==> src/hw/pin_pkg.sv <==
package pin_pkg;

  // Bus and timing widths.
  typedef logic [20:0] addr_t;   // Wishbone byte address.
  typedef logic [15:0] word_t;   // Bus data word.
  typedef logic [15:0] tick_t;   // Phase length or period count in clocks.

  localparam int NUM_CHAN = 4;

  typedef logic [NUM_CHAN-1:0]         chan_mask_t;  // One bit per channel.
  typedef logic [$clog2(NUM_CHAN)-1:0] chan_idx_t;

  // Register map.
  localparam addr_t ADDR_GLOBAL_CMD = 21'd0;
  localparam addr_t CHAN_BASE       = 21'd16;
  localparam addr_t CHAN_STRIDE     = 21'd16;

  // Offsets inside one channel window.
  localparam addr_t OFS_DUTY   = 21'd0;
  localparam addr_t OFS_ANTI   = 21'd4;
  localparam addr_t OFS_CYCLES = 21'd8;
  localparam addr_t OFS_CTRL   = 21'd12;

  localparam int ABORT_BIT = 15;  // Global command bit that stops every channel.

  // Bit positions in the channel ctrl word.
  localparam int CTRL_RUN_INF_BIT = 0;
  localparam int CTRL_BUSY_BIT    = 1;
  localparam int CTRL_DONE_BIT    = 2;

  typedef enum logic [1:0] {
    REG_DUTY,
    REG_ANTI,
    REG_CYCLES,
    REG_CTRL
  } reg_sel_e;

  typedef enum logic [1:0] {
    IDLE,
    HIGH,
    LOW
  } seq_state_e;

  // One write to one channel register.
  typedef struct packed {
    logic     valid;
    reg_sel_e sel;
    word_t    data;
  } chan_write_t;

  // Channel state as seen by the bus.
  typedef struct packed {
    tick_t duty;
    tick_t anti;
    tick_t cycles;
    logic  run_inf;
    logic  busy;
    logic  done;
  } chan_regs_t;

endpackage

==> src/hw/pin_array_top.sv <==
`timescale 1ns/1ps

module pin_array_top (
  input  logic                clk,
  input  logic                reset,
  input  logic                cyc,
  input  logic                stb,
  input  logic                we,
  input  pin_pkg::addr_t      adr,
  input  pin_pkg::word_t      dat_w,
  output pin_pkg::word_t      dat_r,
  output logic                ack,
  output pin_pkg::chan_mask_t pins
);

  pin_pkg::chan_write_t [pin_pkg::NUM_CHAN-1:0] chan_wr;
  pin_pkg::chan_regs_t  [pin_pkg::NUM_CHAN-1:0] chan_regs;
  pin_pkg::chan_mask_t                          start;
  logic                                         abort;  // Shared by all channels.

  pin_bus_slave u_bus (
    .clk       (clk),
    .reset     (reset),
    .cyc       (cyc),
    .stb       (stb),
    .we        (we),
    .adr       (adr),
    .dat_w     (dat_w),
    .dat_r     (dat_r),
    .ack       (ack),
    .chan_wr   (chan_wr),
    .start     (start),
    .abort     (abort),
    .chan_regs (chan_regs)
  );

  // One pulse generator per pin.
  for (genvar i = 0; i < pin_pkg::NUM_CHAN; i++) begin : g_chan
    pin_controller u_chan (
      .clk   (clk),
      .reset (reset),
      .wr    (chan_wr[i]),
      .start (start[i]),
      .abort (abort),
      .regs  (chan_regs[i]),
      .pin   (pins[i])
    );
  end

endmodule

==> src/hw/pin_bus_slave.sv <==
`timescale 1ns/1ps

module pin_bus_slave (
  input  logic                                        clk,
  input  logic                                        reset,
  input  logic                                        cyc,
  input  logic                                        stb,
  input  logic                                        we,
  input  pin_pkg::addr_t                              adr,
  input  pin_pkg::word_t                              dat_w,
  output pin_pkg::word_t                              dat_r,
  output logic                                        ack,
  output pin_pkg::chan_write_t [pin_pkg::NUM_CHAN-1:0] chan_wr,
  output pin_pkg::chan_mask_t                         start,
  output logic                                        abort,
  input  pin_pkg::chan_regs_t  [pin_pkg::NUM_CHAN-1:0] chan_regs
);

  logic                req;          // New transfer sampled on this edge.
  logic                hit_global;
  logic                hit_chan;
  logic                in_window;
  pin_pkg::addr_t      rel;
  pin_pkg::addr_t      ofs;
  pin_pkg::chan_idx_t  chan_idx;
  pin_pkg::reg_sel_e   reg_sel;
  pin_pkg::chan_regs_t sel_regs;
  pin_pkg::chan_mask_t busy_mask;
  pin_pkg::chan_mask_t done_mask;
  pin_pkg::word_t      rd_word;

  assign req = cyc && stb && !ack;  // A held request gets one ack per transfer.

  // Address decode.
  always_comb begin
    hit_global = (adr == pin_pkg::ADDR_GLOBAL_CMD);
    in_window  = (adr >= pin_pkg::CHAN_BASE) &&
                 (adr < pin_pkg::CHAN_BASE + pin_pkg::NUM_CHAN * pin_pkg::CHAN_STRIDE);
    rel        = adr - pin_pkg::CHAN_BASE;
    chan_idx   = pin_pkg::chan_idx_t'(rel / pin_pkg::CHAN_STRIDE);
    ofs        = rel % pin_pkg::CHAN_STRIDE;
    reg_sel    = pin_pkg::REG_DUTY;
    hit_chan   = 1'b0;
    case (ofs)
      pin_pkg::OFS_DUTY: begin
        reg_sel  = pin_pkg::REG_DUTY;
        hit_chan = in_window;
      end
      pin_pkg::OFS_ANTI: begin
        reg_sel  = pin_pkg::REG_ANTI;
        hit_chan = in_window;
      end
      pin_pkg::OFS_CYCLES: begin
        reg_sel  = pin_pkg::REG_CYCLES;
        hit_chan = in_window;
      end
      pin_pkg::OFS_CTRL: begin
        reg_sel  = pin_pkg::REG_CTRL;
        hit_chan = in_window;
      end
      default: hit_chan = 1'b0;  // Holes in the window read 0.
    endcase
  end

  // Register writes land on the edge that raises ack.
  always_comb begin
    for (int i = 0; i < pin_pkg::NUM_CHAN; i++) begin
      chan_wr[i].valid = req && we && hit_chan && (chan_idx == i);
      chan_wr[i].sel   = reg_sel;
      chan_wr[i].data  = dat_w;
      busy_mask[i]     = chan_regs[i].busy;
      done_mask[i]     = chan_regs[i].done;
    end
  end

  // Read mux.
  always_comb begin
    sel_regs = chan_regs[chan_idx];
    rd_word  = '0;
    if (hit_global) begin
      rd_word[pin_pkg::NUM_CHAN-1:0]                 = busy_mask;
      rd_word[2*pin_pkg::NUM_CHAN-1:pin_pkg::NUM_CHAN] = done_mask;
    end else if (hit_chan) begin
      case (reg_sel)
        pin_pkg::REG_DUTY:   rd_word = sel_regs.duty;
        pin_pkg::REG_ANTI:   rd_word = sel_regs.anti;
        pin_pkg::REG_CYCLES: rd_word = sel_regs.cycles;
        default: begin
          rd_word[pin_pkg::CTRL_RUN_INF_BIT] = sel_regs.run_inf;
          rd_word[pin_pkg::CTRL_BUSY_BIT]    = sel_regs.busy;
          rd_word[pin_pkg::CTRL_DONE_BIT]    = sel_regs.done;
        end
      endcase
    end
  end

  always_ff @(posedge clk) begin
    if (reset) begin
      ack   <= 1'b0;
      start <= '0;
      abort <= 1'b0;
    end else begin
      ack   <= req;
      start <= '0;   // Command pulses last one cycle.
      abort <= 1'b0;
      if (req && we && hit_global) begin
        if (dat_w[pin_pkg::ABORT_BIT])
          abort <= 1'b1;  // Abort overrides any start bits.
        else
          start <= dat_w[pin_pkg::NUM_CHAN-1:0];
      end
    end
  end

  always_ff @(posedge clk) begin
    if (req)
      dat_r <= rd_word;  // Valid during the ack cycle.
  end

endmodule

==> src/hw/pin_controller.sv <==
`timescale 1ns/1ps

module pin_controller (
  input  logic                 clk,
  input  logic                 reset,
  input  pin_pkg::chan_write_t wr,
  input  logic                 start,
  input  logic                 abort,
  output pin_pkg::chan_regs_t  regs,
  output logic                 pin
);

  // Bus visible registers.
  pin_pkg::tick_t duty;
  pin_pkg::tick_t anti;
  pin_pkg::tick_t cycles;
  logic           run_inf;

  // Copies taken at start so bus writes do not disturb a run.
  pin_pkg::tick_t shd_duty;
  pin_pkg::tick_t shd_anti;
  logic           shd_inf;

  // Down-counters of the running sequence.
  pin_pkg::tick_t cnt_high;
  pin_pkg::tick_t cnt_low;
  pin_pkg::tick_t cnt_per;

  pin_pkg::seq_state_e state;
  pin_pkg::seq_state_e next_state;
  logic                done;
  logic                launch;
  logic                high_end;
  logic                low_end;
  logic                last_period;

  always_ff @(posedge clk) begin
    if (reset) begin
      duty    <= '0;
      anti    <= '0;
      cycles  <= '0;
      run_inf <= 1'b0;
    end else if (wr.valid) begin
      case (wr.sel)
        pin_pkg::REG_DUTY:   duty    <= wr.data;
        pin_pkg::REG_ANTI:   anti    <= wr.data;
        pin_pkg::REG_CYCLES: cycles  <= wr.data;
        default:             run_inf <= wr.data[pin_pkg::CTRL_RUN_INF_BIT];
      endcase
    end
  end

  always_comb begin
    launch      = start && !abort && (state == pin_pkg::IDLE);  // Start while busy is dropped.
    high_end    = (state == pin_pkg::HIGH) && (cnt_high == '0);
    low_end     = (state == pin_pkg::LOW) && (cnt_low == '0);
    last_period = !shd_inf && (cnt_per == '0);
  end

  // Sequencer next state.
  always_comb begin
    next_state = state;
    if (abort) begin
      next_state = pin_pkg::IDLE;
    end else begin
      case (state)
        pin_pkg::IDLE: begin
          if (launch)
            next_state = pin_pkg::HIGH;
        end
        pin_pkg::HIGH: begin
          if (high_end)
            next_state = pin_pkg::LOW;
        end
        pin_pkg::LOW: begin
          if (low_end)
            next_state = last_period ? pin_pkg::IDLE : pin_pkg::HIGH;
        end
        default: next_state = pin_pkg::IDLE;
      endcase
    end
  end

  always_ff @(posedge clk) begin
    if (reset) begin
      state <= pin_pkg::IDLE;
      done  <= 1'b0;
    end else begin
      state <= next_state;
      if (launch)
        done <= 1'b0;
      else if (low_end && last_period && !abort)
        done <= 1'b1;  // Only a natural finish sets it.
    end
  end

  always_ff @(posedge clk) begin
    if (launch) begin
      shd_duty <= duty;
      shd_anti <= anti;
      shd_inf  <= run_inf;
      cnt_high <= duty;
      cnt_low  <= anti;
      cnt_per  <= cycles;
    end else if (state == pin_pkg::HIGH) begin
      if (!high_end)
        cnt_high <= cnt_high - 1'b1;
    end else if (state == pin_pkg::LOW) begin
      if (!low_end) begin
        cnt_low <= cnt_low - 1'b1;
      end else begin
        // End of one period, rearm both phases.
        cnt_high <= shd_duty;
        cnt_low  <= shd_anti;
        if (!shd_inf && !last_period)
          cnt_per <= cnt_per - 1'b1;
      end
    end
  end

  assign pin = (state == pin_pkg::HIGH);

  always_comb begin
    regs.duty    = duty;
    regs.anti    = anti;
    regs.cycles  = cycles;
    regs.run_inf = run_inf;
    regs.busy    = (state != pin_pkg::IDLE);
    regs.done    = done;
  end

endmodule

==> config.mk <==
export PLATFORM = sky130hd
export DESIGN_NAME = pin_array_top
export DESIGN_NICKNAME = d
export VERILOG_FILES = /design/src/hw/pin_pkg.sv /design/src/hw/pin_array_top.sv /design/src/hw/pin_bus_slave.sv /design/src/hw/pin_controller.sv
export SDC_FILE = /design/constraint.sdc
export NUM_CORES = 1
export LEC_CHECK = 0
export ABC_AREA = 1
export CAP_MARGIN = 20
export CORE_MARGIN = 2
export CORE_UTILIZATION = 45
export CTS_CLUSTER_DIAMETER = 50
export CTS_CLUSTER_SIZE = 8
export DETAILED_ROUTE_END_ITERATION = 10
export DONT_BUFFER_PORTS = 1
export PLACE_DENSITY = 0.68
export SLEW_MARGIN = 0
export SYNTH_ARGS = -nofsm -noshare
export SYNTH_HDL_FRONTEND = slang
export SYNTH_SLANG_ARGS = --single-unit
==> constraint.sdc <==
create_clock -name clk -period 4.25 [get_ports clk]
set_input_delay 0.2125 -clock clk [delete_from_list [all_inputs] [get_ports clk]]
set_output_delay 0.2125 -clock clk [all_outputs]
set_load 0.1 [all_outputs]
# == After elaboration in Yosys (flattened, before gate mapping) ==
# Index checks and enable logic that the tools add are counted.
# Widths: inputs -> output; s select.
# totals
register_bits,554
in_bits,42
output_inout_bits,21
elab_cells,331
# op_classes
addsub,13
magnitude_cmp,3
eq_ne,36
mux,85
bitwise,3
reduce_logical,138
# op_table
cell,n
$mux 16,56
$logic_not 16->1,12
$sub 16x1->16 const B,12
$bmux 51 s2,1
$mux 51,1
$logic_and 1x1->1,42
$logic_not 21->1,2
$reduce_and 2->1,20
$pmux 13 s3,1
$reduce_bool 2->1,16
$pmux 2 s3,5
$mux 2,12
$reduce_and 3->1,8
$reduce_bool 3->1,8
$ge 21x5->1 const B,1
$lt 21x7->1 const B,1
$mux 8,2
$ne 2x1->1 const B,8
$ne 2x2->1 const B,8
$reduce_and 4->1,4
$eq 2x2->1 const B,7
$reduce_or 2->1,7
$eq 2x1->1 const B,6
$logic_not 2->1,6
other kinds (11),32

# == Logic depth before layout (Yosys ltp) ==
# Gate-level depths: netlist of run 1.
# depth
word_depth,9
mapped_depth,15
ltp_nobuf,11

# == Modules after synthesis ==
# Synthesis of run 1 repeated with hierarchy kept, for this count alone.
# hier_totals
cells_unflattened,3779
area_unflattened_um2,29308.1
# modules_own_cells
mod,instances,cells_each,area_per_inst_um2,seq_area_each_um2
pin_controller at g_chan[0].u_chan ...,2,809,6542.5,3473.3
pin_controller at g_chan[2].u_chan,1,776,6372.4,3473.3
pin_controller at g_chan[3].u_chan,1,768,6366.1,3473.3
pin_bus_slave,1,617,3484.6,600.6

# == Least setup slack after synthesis of run 1 ==
# Ideal clock, no wire load.
# synth_timing
path_kind,register to register
start,reg g_chan[2].u_chan.cnt_low[0]
end,reg g_chan[2].u_chan.cnt_per[0] (enable)
arrival_time_ps,2717
t_required_ps,3836
slack_ps,1119
stages_incl_launch_ff,9
path_buffers,0
period_less_slack_ps,3131
path_cell_list,edfxtp_1 inv_1 ha_1 nand2_1 nor2_1 nand2_1 nor2_2 inv_1 o31ai_1
# synth_between
elab_chain_cells,4
# synth_lines
element,line_no,rtl
"start, declared",pin_controller.sv:26,pin_pkg::tick_t cnt_low;
"start signal, assigned",pin_controller.sv:103,cnt_low <= anti;
"start signal, assigned",pin_controller.sv:110,cnt_low <= cnt_low - 1'b1;
"start signal, assigned",pin_controller.sv:114,cnt_low <= shd_anti;
$logic_not 16->1,pin_controller.sv:56,low_end = (state == pin_pkg::LOW) && (cnt_low == '0);
$logic_and 1x1->1,pin_controller.sv:56,
$reduce_bool 2->1 (no line),--,
$reduce_and 4->1 (no line),--,
"end signal, assigned",pin_controller.sv:104,cnt_per <= cycles;
"end signal, assigned",pin_controller.sv:116,cnt_per <= cnt_per - 1'b1;
"end, declared",pin_controller.sv:27,pin_pkg::tick_t cnt_per;
# Every way passes these cells.
# A chain may end at the register's enable or synchronous reset.

# == Worst setup path after layout of run 1 ==
# layout_timing
start,reg g_chan[2].u_chan.cnt_low[0]
end,reg g_chan[2].u_chan.cnt_high[5] (enable)
# layout_between
elab_chain_cells,4
# layout_lines
element,line_no,rtl
$logic_not 16->1,pin_controller.sv:56,
$logic_and 1x1->1,pin_controller.sv:56,
$reduce_bool 3->1 (no line),--,
$reduce_and 3->1 (no line),--,
"end signal, assigned",pin_controller.sv:102,cnt_high <= duty;
"end signal, assigned",pin_controller.sv:107,cnt_high <= cnt_high - 1'b1;
"end signal, assigned",pin_controller.sv:113,cnt_high <= shd_duty;
"end, declared",pin_controller.sv:25,pin_pkg::tick_t cnt_high;
# Every way passes these cells.

==> reports/results.env, run 1 <==
RUN_STATUS='completed'
GRT_USAGE_PCT=25.45
FINALCRITICALPERIOD_NS=3.006
INITIAL_ANTENNA_VIOLATION_COUNT=5
SETUP.WORST_PATH.CLASS='flip-flop to flip-flop'
MIN-DELAY-START='reset'
NETLIST-CELL-TYPE-COUNT=34
SYNTH_SEQUENTIAL_AREA_RATIO_PCT=51.69
CLKTRANSATPATHREGS_NS=0.05
CLOCK_SINK_COUNT=554
NUM-NETS-FINAL=3689
SYNTH_FA_HA_AREA_SHARE_PCT=0.7139
FINALWEIGHTEDCONGESTION=0.9313
CTS_ROOT_BUF='sky130_fd_sc_hd__clkbuf_16'
INSERTION_DELAY_NS=0.63
SYNTH_COMPOUND_GATE_AREA_SHARE_PCT=11.18
PLACE.DETAILED.INSTANCES=4353
POST_CTS.REPAIR.SETUP_BUFFERS=0
DIE_HEIGHT_UM=253.6
SYNTHESIS.NETS=3712
SYNTH.MUX.AREA_FRACTION_PCT=0
WIRE_PER_INST_UM=18.07
CRITICAL-PATH-MAX-STAGE-DELAY_NS=0.63
CORE_AREA_MM2=0.06171
GRT_FIRST_PASS_WIRELENGTH_MM=125.1
LAYOUT.CELLS.NON_FILLER=4538
TIMING.FINAL.MAX_SLEW_VIOLATIONS=0
CTS_HOLD_BUFFERS=28
SEQ_AREA_MM2=0.01449
COMBINATIONAL_FAMILY_WITH_THE_MOST_AREA_AFTER_SYNTHESIS='simple AND/OR/NAND/NOR gates'
CRITICAL_PATH.ENDPOINT_TYPE='flip-flop'
MULTI_INPUT_COMB_AREA_MM2=0.01140
CP_DATA_REQUIRED_TIME_NS=4.47
ANTENNA_VIOLATING_NETS_POST_ROUTE=0
LARGEST_NET_DEGREE_AT_THE_START_OF_GLOBAL_ROUTING=118
MAX-SLEW-MARGIN-REL_PCT=15.31
TIGHTESTPINTRANSITION_NS=1.266
INITIAL_UTILIZATION_PCT=45.44
DRIVE_GT1_SHARE_PCT=4.950
SETUP_VIOL=0
DETAIL_ROUTE.VIAS_PER_CELL=5.260
CRITICAL_PATH.REG2REG.STARTPOINT='g_chan[2].u_chan.cnt_low[0]'
FP.DIEAREA_MM2=0.06433
NUM-FILL-CELLS=5866
FMAXACHIEVABLE_MHz=332.7
POSTSYNTHCELLCOUNT=3654
CRIT_BUF_INV=2
NETLIST_AREA_BEFORE_PLACEMENT_MM2=0.02804
VDD_IR_DROP_MAX_mV=0.3150
SYN_AVG_CELL_AREA_UM2=7.674
UNREPAIRED_SETUP_ENDPOINTS_AFTER_GLOBAL_ROUTING='no'
CTS_MADE_BUFFERS=84
FIN_SETUP_TNS_NS=0
POSTSYNTHREGISTERBITS=554
PLACEMENT.IO_BUFFERS=0
CRITICAL_PATH.TOP_DELAY_FAMILY='simple AND/OR/NAND/NOR gates'
ITERATION_0_DRC_COUNT_OF_THE_DETAILED_ROUTER=2763
DIE-WIDTH_UM=253.6
TIMING_HOLD_VIOLATIONS_FINAL=0
CTS_TREE='yes'
CRIT_PATH_TOP_DELAY_CELL='sky130_fd_sc_hd__nand3_1'
SYNTHSIMPLEGATEAREAFRAC_PCT=26.13
WIRELENGTH_MM=81.98
MAX_CAP_VIOL_COUNT=0
POST_SYNTH_XOR_XNOR_AREA_PCT=2.436
P_PER_AREA_mW_PER_MM2=407.2
POWER_LEAKAGE_uW=0.01411
AREA.GROWTH.SYNTH_TO_FINAL_PCT=12.61
HTREE_NUM_LEVELS=3
CRIT_PATH_START='g_chan[2].u_chan.cnt_low[0]'
CP_CELL_SEQUENCE='inv_1 -> ha_1 -> nand2_1 -> nor2_1 -> nand2_1 -> nor2_2 -> inv_1 -> nand3_1'
MAX-CLOCK-PATH-BUFFERS=3
CTS-RESIZED-GATES=0
TIMING.FINAL.CRIT_SHARE_PCT=70.72
HOLD_PATH_CLASS='primary input to flip-flop'
ROWS=91
DETAIL_ROUTE.DRC_VIOLATIONS=0
CRIT_PATH_MAX_FO=18
HPWL_MM=55.17
WP_DATA_ARRIVAL_NS=3.23
VIA_COUNT=23870
YS_WARN_COUNT=0
GRT_REMAINING_OVERFLOW=0
CRITPATHLAUNCHTYPE='flip-flop'
FIN_WORST_SKEW_NS=0.03472
NUMBER_OF_GLOBAL_ROUTE_VIAS_BEFORE_REPAIR=21440
IOPINCOUNT=63
DRT_PASS1_ITERATIONS=6
[power by group]
group	switching (uW)	leakage [uW]	internal [uW]	total (uW)
clock	2400	0.00119	3870	6270
combinational	516	0.00782	193	709
sequential	99.2	0.00511	5780	5880
[worst paths after layout]
path | endpoint | slack [ns] | cells after the start
worst max register to register | g_chan[2].u_chan.cnt_high[5] | 1.24 | 8
worst min register to register | g_chan[1].u_chan.shd_duty[0] | 0.41 | 0
worst max-delay path | g_chan[2].u_chan.cnt_high[5] | 1.24 | 8
worst min-delay path | g_chan[3].u_chan.cycles[3] | 0.04 | 3
[per-stage QoR]
stage | cell area [um^2] | utilization, % | power, uW | worst slack (ns) | hold slack [ns]
after CTS | 31550 | 51.13 | 12890 | 1.252 | 0.03915
final | 31580 | 51.17 | 12860 | 1.244 | 0.04435
after detailed placement | 28750 | 46.59 | 6576 | 1.268 | 0.2894
after floorplan | 28040 | - | 6426 | 1.119 | 0.2849
after global placement | 28740 | 46.57 | 6566 | 1.409 | 0.2924
after global routing | 31570 | 51.16 | 13210 | 0.9620 | 0.08638
[cells in the mapped netlist]
master | count | area (um^2)
sky130_fd_sc_hd__a31o_2 | 1 | 8.760
sky130_fd_sc_hd__o21bai_1 | 2 | 15.01
sky130_fd_sc_hd__nor2_2 | 5 | 31.28
sky130_fd_sc_hd__a22oi_1 | 2 | 15.01
sky130_fd_sc_hd__a21oi_1 | 169 | 845.8
sky130_fd_sc_hd__nor4_1 | 4 | 25.02
sky130_fd_sc_hd__nand3_1 | 127 | 635.6
sky130_fd_sc_hd__o211ai_1 | 28 | 210.2
sky130_fd_sc_hd__xnor2_1 | 28 | 245.2
sky130_fd_sc_hd__o22ai_1 | 20 | 125.1
sky130_fd_sc_hd__inv_1 | 396 | 1486
sky130_fd_sc_hd__o21a_1 | 3 | 22.52
sky130_fd_sc_hd__buf_4 | 5 | 37.54
sky130_fd_sc_hd__o221ai_1 | 2 | 17.52
sky130_fd_sc_hd__clkbuf_1 | 132 | 495.5
sky130_fd_sc_hd__or2_2 | 19 | 118.9
sky130_fd_sc_hd__nand4_1 | 29 | 181.4
sky130_fd_sc_hd__buf_2 | 13 | 65.06
sky130_fd_sc_hd__inv_2 | 1 | 3.750
sky130_fd_sc_hd__xor2_1 | 50 | 437.9
sky130_fd_sc_hd__nor2_1 | 700 | 2628
sky130_fd_sc_hd__nor2_4 | 1 | 11.26
sky130_fd_sc_hd__nand4_2 | 5 | 62.56
sky130_fd_sc_hd__clkinv_1 | 5 | 18.77
sky130_fd_sc_hd__ha_1 | 16 | 200.2
sky130_fd_sc_hd__o21ai_0 | 342 | 1712
sky130_fd_sc_hd__nand2_1 | 897 | 3367
sky130_fd_sc_hd__nand3b_1 | 13 | 97.59
sky130_fd_sc_hd__edfxtp_1 | 340 | 10210
sky130_fd_sc_hd__a31oi_1 | 25 | 156.4
sky130_fd_sc_hd__buf_1 | 25 | 93.84
sky130_fd_sc_hd__dfxtp_1 | 214 | 4284
sky130_fd_sc_hd__nor3_1 | 34 | 170.2
sky130_fd_sc_hd__o31ai_1 | 1 | 7.510
[kinds of logic (layout without fill, tap and decap cells)]
kind of cell / after synthesis / count (layout)
DFF: 554 / 554
xor gates and xnor gates: 78 / 78
AOI/OAI and AO/OA: 595 / 595
buffers and inverters: 577 / 620
other: 0 / 4
adders and majority gates: 16 / 16
and+or+nand+nor: 1834 / 1834
[worst register-to-register path: cells and delay by family, from the launching register on]
kind	cells	cell delay, ns
adders and majority gates	1	0.22
buffers and inverters	2	0.36
DFF	1	0.40
and+or+nand+nor	5	1.61
[cell usage in the layout (no fill, tap or decap), types with 29 or more instances in the layout]
master                        n
sky130_fd_sc_hd__a21oi_1    169
sky130_fd_sc_hd__buf_4       35
sky130_fd_sc_hd__clkbuf_1    54
sky130_fd_sc_hd__clkbuf_16   86
sky130_fd_sc_hd__dfxtp_1    214
sky130_fd_sc_hd__edfxtp_1   340
sky130_fd_sc_hd__inv_1      393
sky130_fd_sc_hd__nand2_1    896
sky130_fd_sc_hd__nand3_1    124
sky130_fd_sc_hd__nand4_1     29
sky130_fd_sc_hd__nor2_1     696
sky130_fd_sc_hd__nor3_1      34
sky130_fd_sc_hd__o21ai_0    341
sky130_fd_sc_hd__xor2_1      50
[flip-flops by register name, indices dropped and copies added (netlist names)]
signal                  flops
g_chan.u_chan.shd_duty     64
g_chan.u_chan.cycles       64
g_chan.u_chan.anti         64
g_chan.u_chan.duty         64
g_chan.u_chan.cnt_per      64
g_chan.u_chan.cnt_high     64
u_bus.start                 4
g_chan.u_chan.state         8
u_bus.ack                   1
g_chan.u_chan.shd_inf       4
g_chan.u_chan.run_inf       4
g_chan.u_chan.done          4
g_chan.u_chan.shd_anti     64
u_bus.abort                 1
g_chan.u_chan.cnt_low      64
u_bus.dat_r                16
[routing by layer]
| layer | track usage (%) | share of wire, % | vias to the layer above |
|---|---|---|---|
| met4 | 11.09 | 4.0 | 4 |
| met3 | 5.214 | 9.3 | 166 |
| li1 | - | - | 11780 |
| met1 | 36.11 | 44 | 10930 |
| met5 | 0 | 0.032 | - |
| met2 | 37.55 | 43 | 995 |
[cell type report]
class	instances	area share, %
flip-flops and latches	554	45.90
clock buffers	144	7.631
clock inverters	8	0.2575
multi-input cells	2523	36.11
well taps	837	3.316
inverters	402	4.794
repair buffers	66	1.961
diodes	4	0.03170
(Power assumes the default switching activity.)
==> run 2, diff against run 1 <==
clock period = 2.8 ns   (was 4.25 ns; I/O delays follow)
==> reports/results.env, run 2 (synthesized netlist as in run 1, its figures left out) <==
RUN_STATUS='completed'
UNREPAIRED_SETUP_ENDPOINTS_AFTER_GLOBAL_ROUTING='no'
NUMBER_OF_GLOBAL_ROUTE_VIAS_BEFORE_REPAIR=22030
NUM-FILL-CELLS=5840
CRITICAL_PATH.TOP_DELAY_FAMILY='simple AND/OR/NAND/NOR gates'
CTS-RESIZED-GATES=0
LAYOUT_COMMONEST_CELL='sky130_fd_sc_hd__nand2_1'
CRITICAL_PATH.ENDPOINT='g_chan[3].u_chan.cnt_high[3]'
P_PER_AREA_mW_PER_MM2=609.2
CRIT_PATH_MAX_FO=16
DETAIL_ROUTE.DRC_VIOLATIONS=0
FIN_WORST_SKEW_NS=0.02618
VIA_COUNT=24200
CRIT-REG2REG-CAPTURE='g_chan[3].u_chan.cnt_high[3]'
DIE_HEIGHT_UM=253.6
CRIT_PATH_TOP_DELAY_CELL='sky130_fd_sc_hd__nor3_1'
CTS_HOLD_BUFFERS=39
WIRELENGTH_MM=83.89
ITERATION_0_DRC_COUNT_OF_THE_DETAILED_ROUTER=2751
INITIAL_UTILIZATION_PCT=45.44
POWER.COMBINATIONAL.FRACTION_PCT=5.9
GRT_FIRST_PASS_WIRELENGTH_MM=127.8
POST_CTS.REPAIR.SETUP_BUFFERS=0
CTS_ROOT_BUF='sky130_fd_sc_hd__clkbuf_16'
DRT_PASS1_ITERATIONS=6
HOLD_PATH_CLASS='primary input to flip-flop'
INTERNAL-POWER_uW=14810
FIN_SETUP_TNS_NS=0
TIMING.FINAL.MAX_SLEW_VIOLATIONS=0
CP.DEPTH=9
HTREE_NUM_LEVELS=3
ROWS=91
MAX-SLEW-MARGIN-REL_PCT=16.46
CRITPATHLAUNCHTYPE='flip-flop'
CTS_MADE_BUFFERS=82
LARGEST_NET_DEGREE_AT_THE_START_OF_GLOBAL_ROUTING=118
PLACEMENT.IO_BUFFERS=0
CLOCK_SINK_COUNT=554
POWER.CLOCK.FRACTION_PCT=48.2
FIN_WORST_HOLD_SLACK_NS=0.04723
LAYOUT.CELLS.NON_FILLER=4570
INSERTION_DELAY_NS=0.63
NUM-NETS-FINAL=3726
CRITICAL_PATH.ENDPOINT_TYPE='flip-flop'
DRIVE_GT1_SHARE_PCT=5.707
CTS_TREE='yes'
CRIT_BUF_INV=3
SETUP_VIOL=0
CP_CELL_SEQUENCE='inv_1 -> ha_1 -> nand2_1 -> nor2_1 -> nand4_1 -> nor3_1 -> nor3_1 -> inv_1 -> buf_4'
TIMING_HOLD_VIOLATIONS_FINAL=0
PLACE.DETAILED.INSTANCES=4382
CP_DATA_REQUIRED_TIME_NS=3.10
FP.DIEAREA_MM2=0.06433
R2R_SETUP_SLACK_NS=0.45
POWER_LEAKAGE_uW=0.01430
TIMING.FINAL.CRIT_SHARE_PCT=83.91
CLKTRANSATPATHREGS_NS=0.05
CRITICAL_PATH.REG2REG.STARTPOINT='g_chan[3].u_chan.cnt_low[0]'
NETSWITCHINGFRACTION_PCT=23.79
VDD_IR_DROP_MAX_mV=0.4835
WIRE_PER_INST_UM=18.36
DETAIL_ROUTE.VIAS_PER_CELL=5.295
ANTENNA_VIOLATING_NETS_POST_ROUTE=0
MOSTFREQUENTLAYOUTCELLS='896 x sky130_fd_sc_hd__nand2_1, 696 x sky130_fd_sc_hd__nor2_1, 393 x sky130_fd_sc_hd__inv_1'
SETUP.WORST_PATH.CLASS='flip-flop to flip-flop'
HPWL_MM=56.82
IOPINCOUNT=63
TIGHTESTPINTRANSITION_NS=1.249
GRT_REMAINING_OVERFLOW=0
CRIT_PATH_START='g_chan[3].u_chan.cnt_low[0]'
CORE_AREA_MM2=0.06171
WP_DATA_ARRIVAL_NS=2.65
FMAXACHIEVABLE_MHz=425.6
CRITICAL-PATH-MAX-STAGE-DELAY_NS=0.41
INITIAL_ANTENNA_VIOLATION_COUNT=4
FINALCRITICALPERIOD_NS=2.350
AREA.GROWTH.SYNTH_TO_FINAL_PCT=13.78
SEQUENTIALPOWERSHARE_PCT=45.9
DIE-WIDTH_UM=253.6
MAX_CAP_VIOL_COUNT=0
REG2REG_DEPTH=9
GRT_USAGE_PCT=25.90
TOTAL_SWITCHING_POWER_uW=4623
SEQ_AREA_MM2=0.01449
FINALWEIGHTEDCONGESTION=0.9341
MULTI_INPUT_COMB_AREA_MM2=0.01140
MAX-CLOCK-PATH-BUFFERS=3
[run 2: changes by cell type in the layout (fill, tap and decap cells not counted), sizes merged]
cell	delta
clkinv	+3
dlygate4sd3	+7
clkinvlp	-1
inv	+2
bufinv	+1
diode	-3
clkbuf	-9
buf	+32
[run 2: metrics by stage]
step	cell area, um^2	util (%)	power [uW]	setup slack [ns]
finish	31910	51.70	19440	0.4504
global route	31910	51.70	19930	0.2576
CTS	31900	51.70	19490	0.4933
detailed placement	29000	47.00	10020	0.5160
global placement	29000	47.00	10010	0.5683
floorplan	28050	-	9754	0.1563
[run 2: worst min-delay path by stage]
stage          slack [ns]    from  cells past startpoint                  endpoint
6_report             0.05  adr[7]                      6  g_chan[3].u_chan.run_inf
5_1_grt              0.07  adr[5]                      5  g_chan[2].u_chan.run_inf
4_1_cts              0.03  adr[7]                      6  g_chan[3].u_chan.run_inf
3_5_place_dp         0.22   reset                      1                 u_bus.ack
3_3_place_gp         0.21   reset                      1                 u_bus.ack
2_1_floorplan        0.21   reset                      1                 u_bus.ack
[run 2: per-layer routing]
metal	vias to the layer above	wire, um	track usage, %
met4	4	3588	11.63
met5	-	29	0
met3	192	7715	4.404
met2	1109	36270	39.19
met1	11040	36290	36.38
li1	11860	-	-
[run 2: power groups by stage]
| stage | clock network (uW) | registers (uW) | logic, uW |
|---|---|---|---|
| 6_report | 9370 | 8920 | 1140 |
| 5_1_grt | 9780 | 8930 | 1230 |
| 4_1_cts | 9450 | 8920 | 1120 |
| 3_5_place_dp | 0 | 9080 | 944 |
| 3_3_place_gp | 0 | 9070 | 937 |
| 2_1_floorplan | 0 | 9050 | 708 |
[run 2: worst min-delay path: cells and delay by family]
kind | cells | cell delay [ns]
AND/OR/NAND/NOR | 6 | 0.48
[run 2: cell type report]
class                           count  area share, %
Tap cell                          837          3.282
Inverter                          402          4.745
Clock buffer                      135          7.153
Timing Repair Buffer              105          3.153
Clock inverter                     13         0.4941
Sequential cell                   554          45.43
Multi-Input combinational cell   2523          35.74
Antenna cell                        1       0.007843
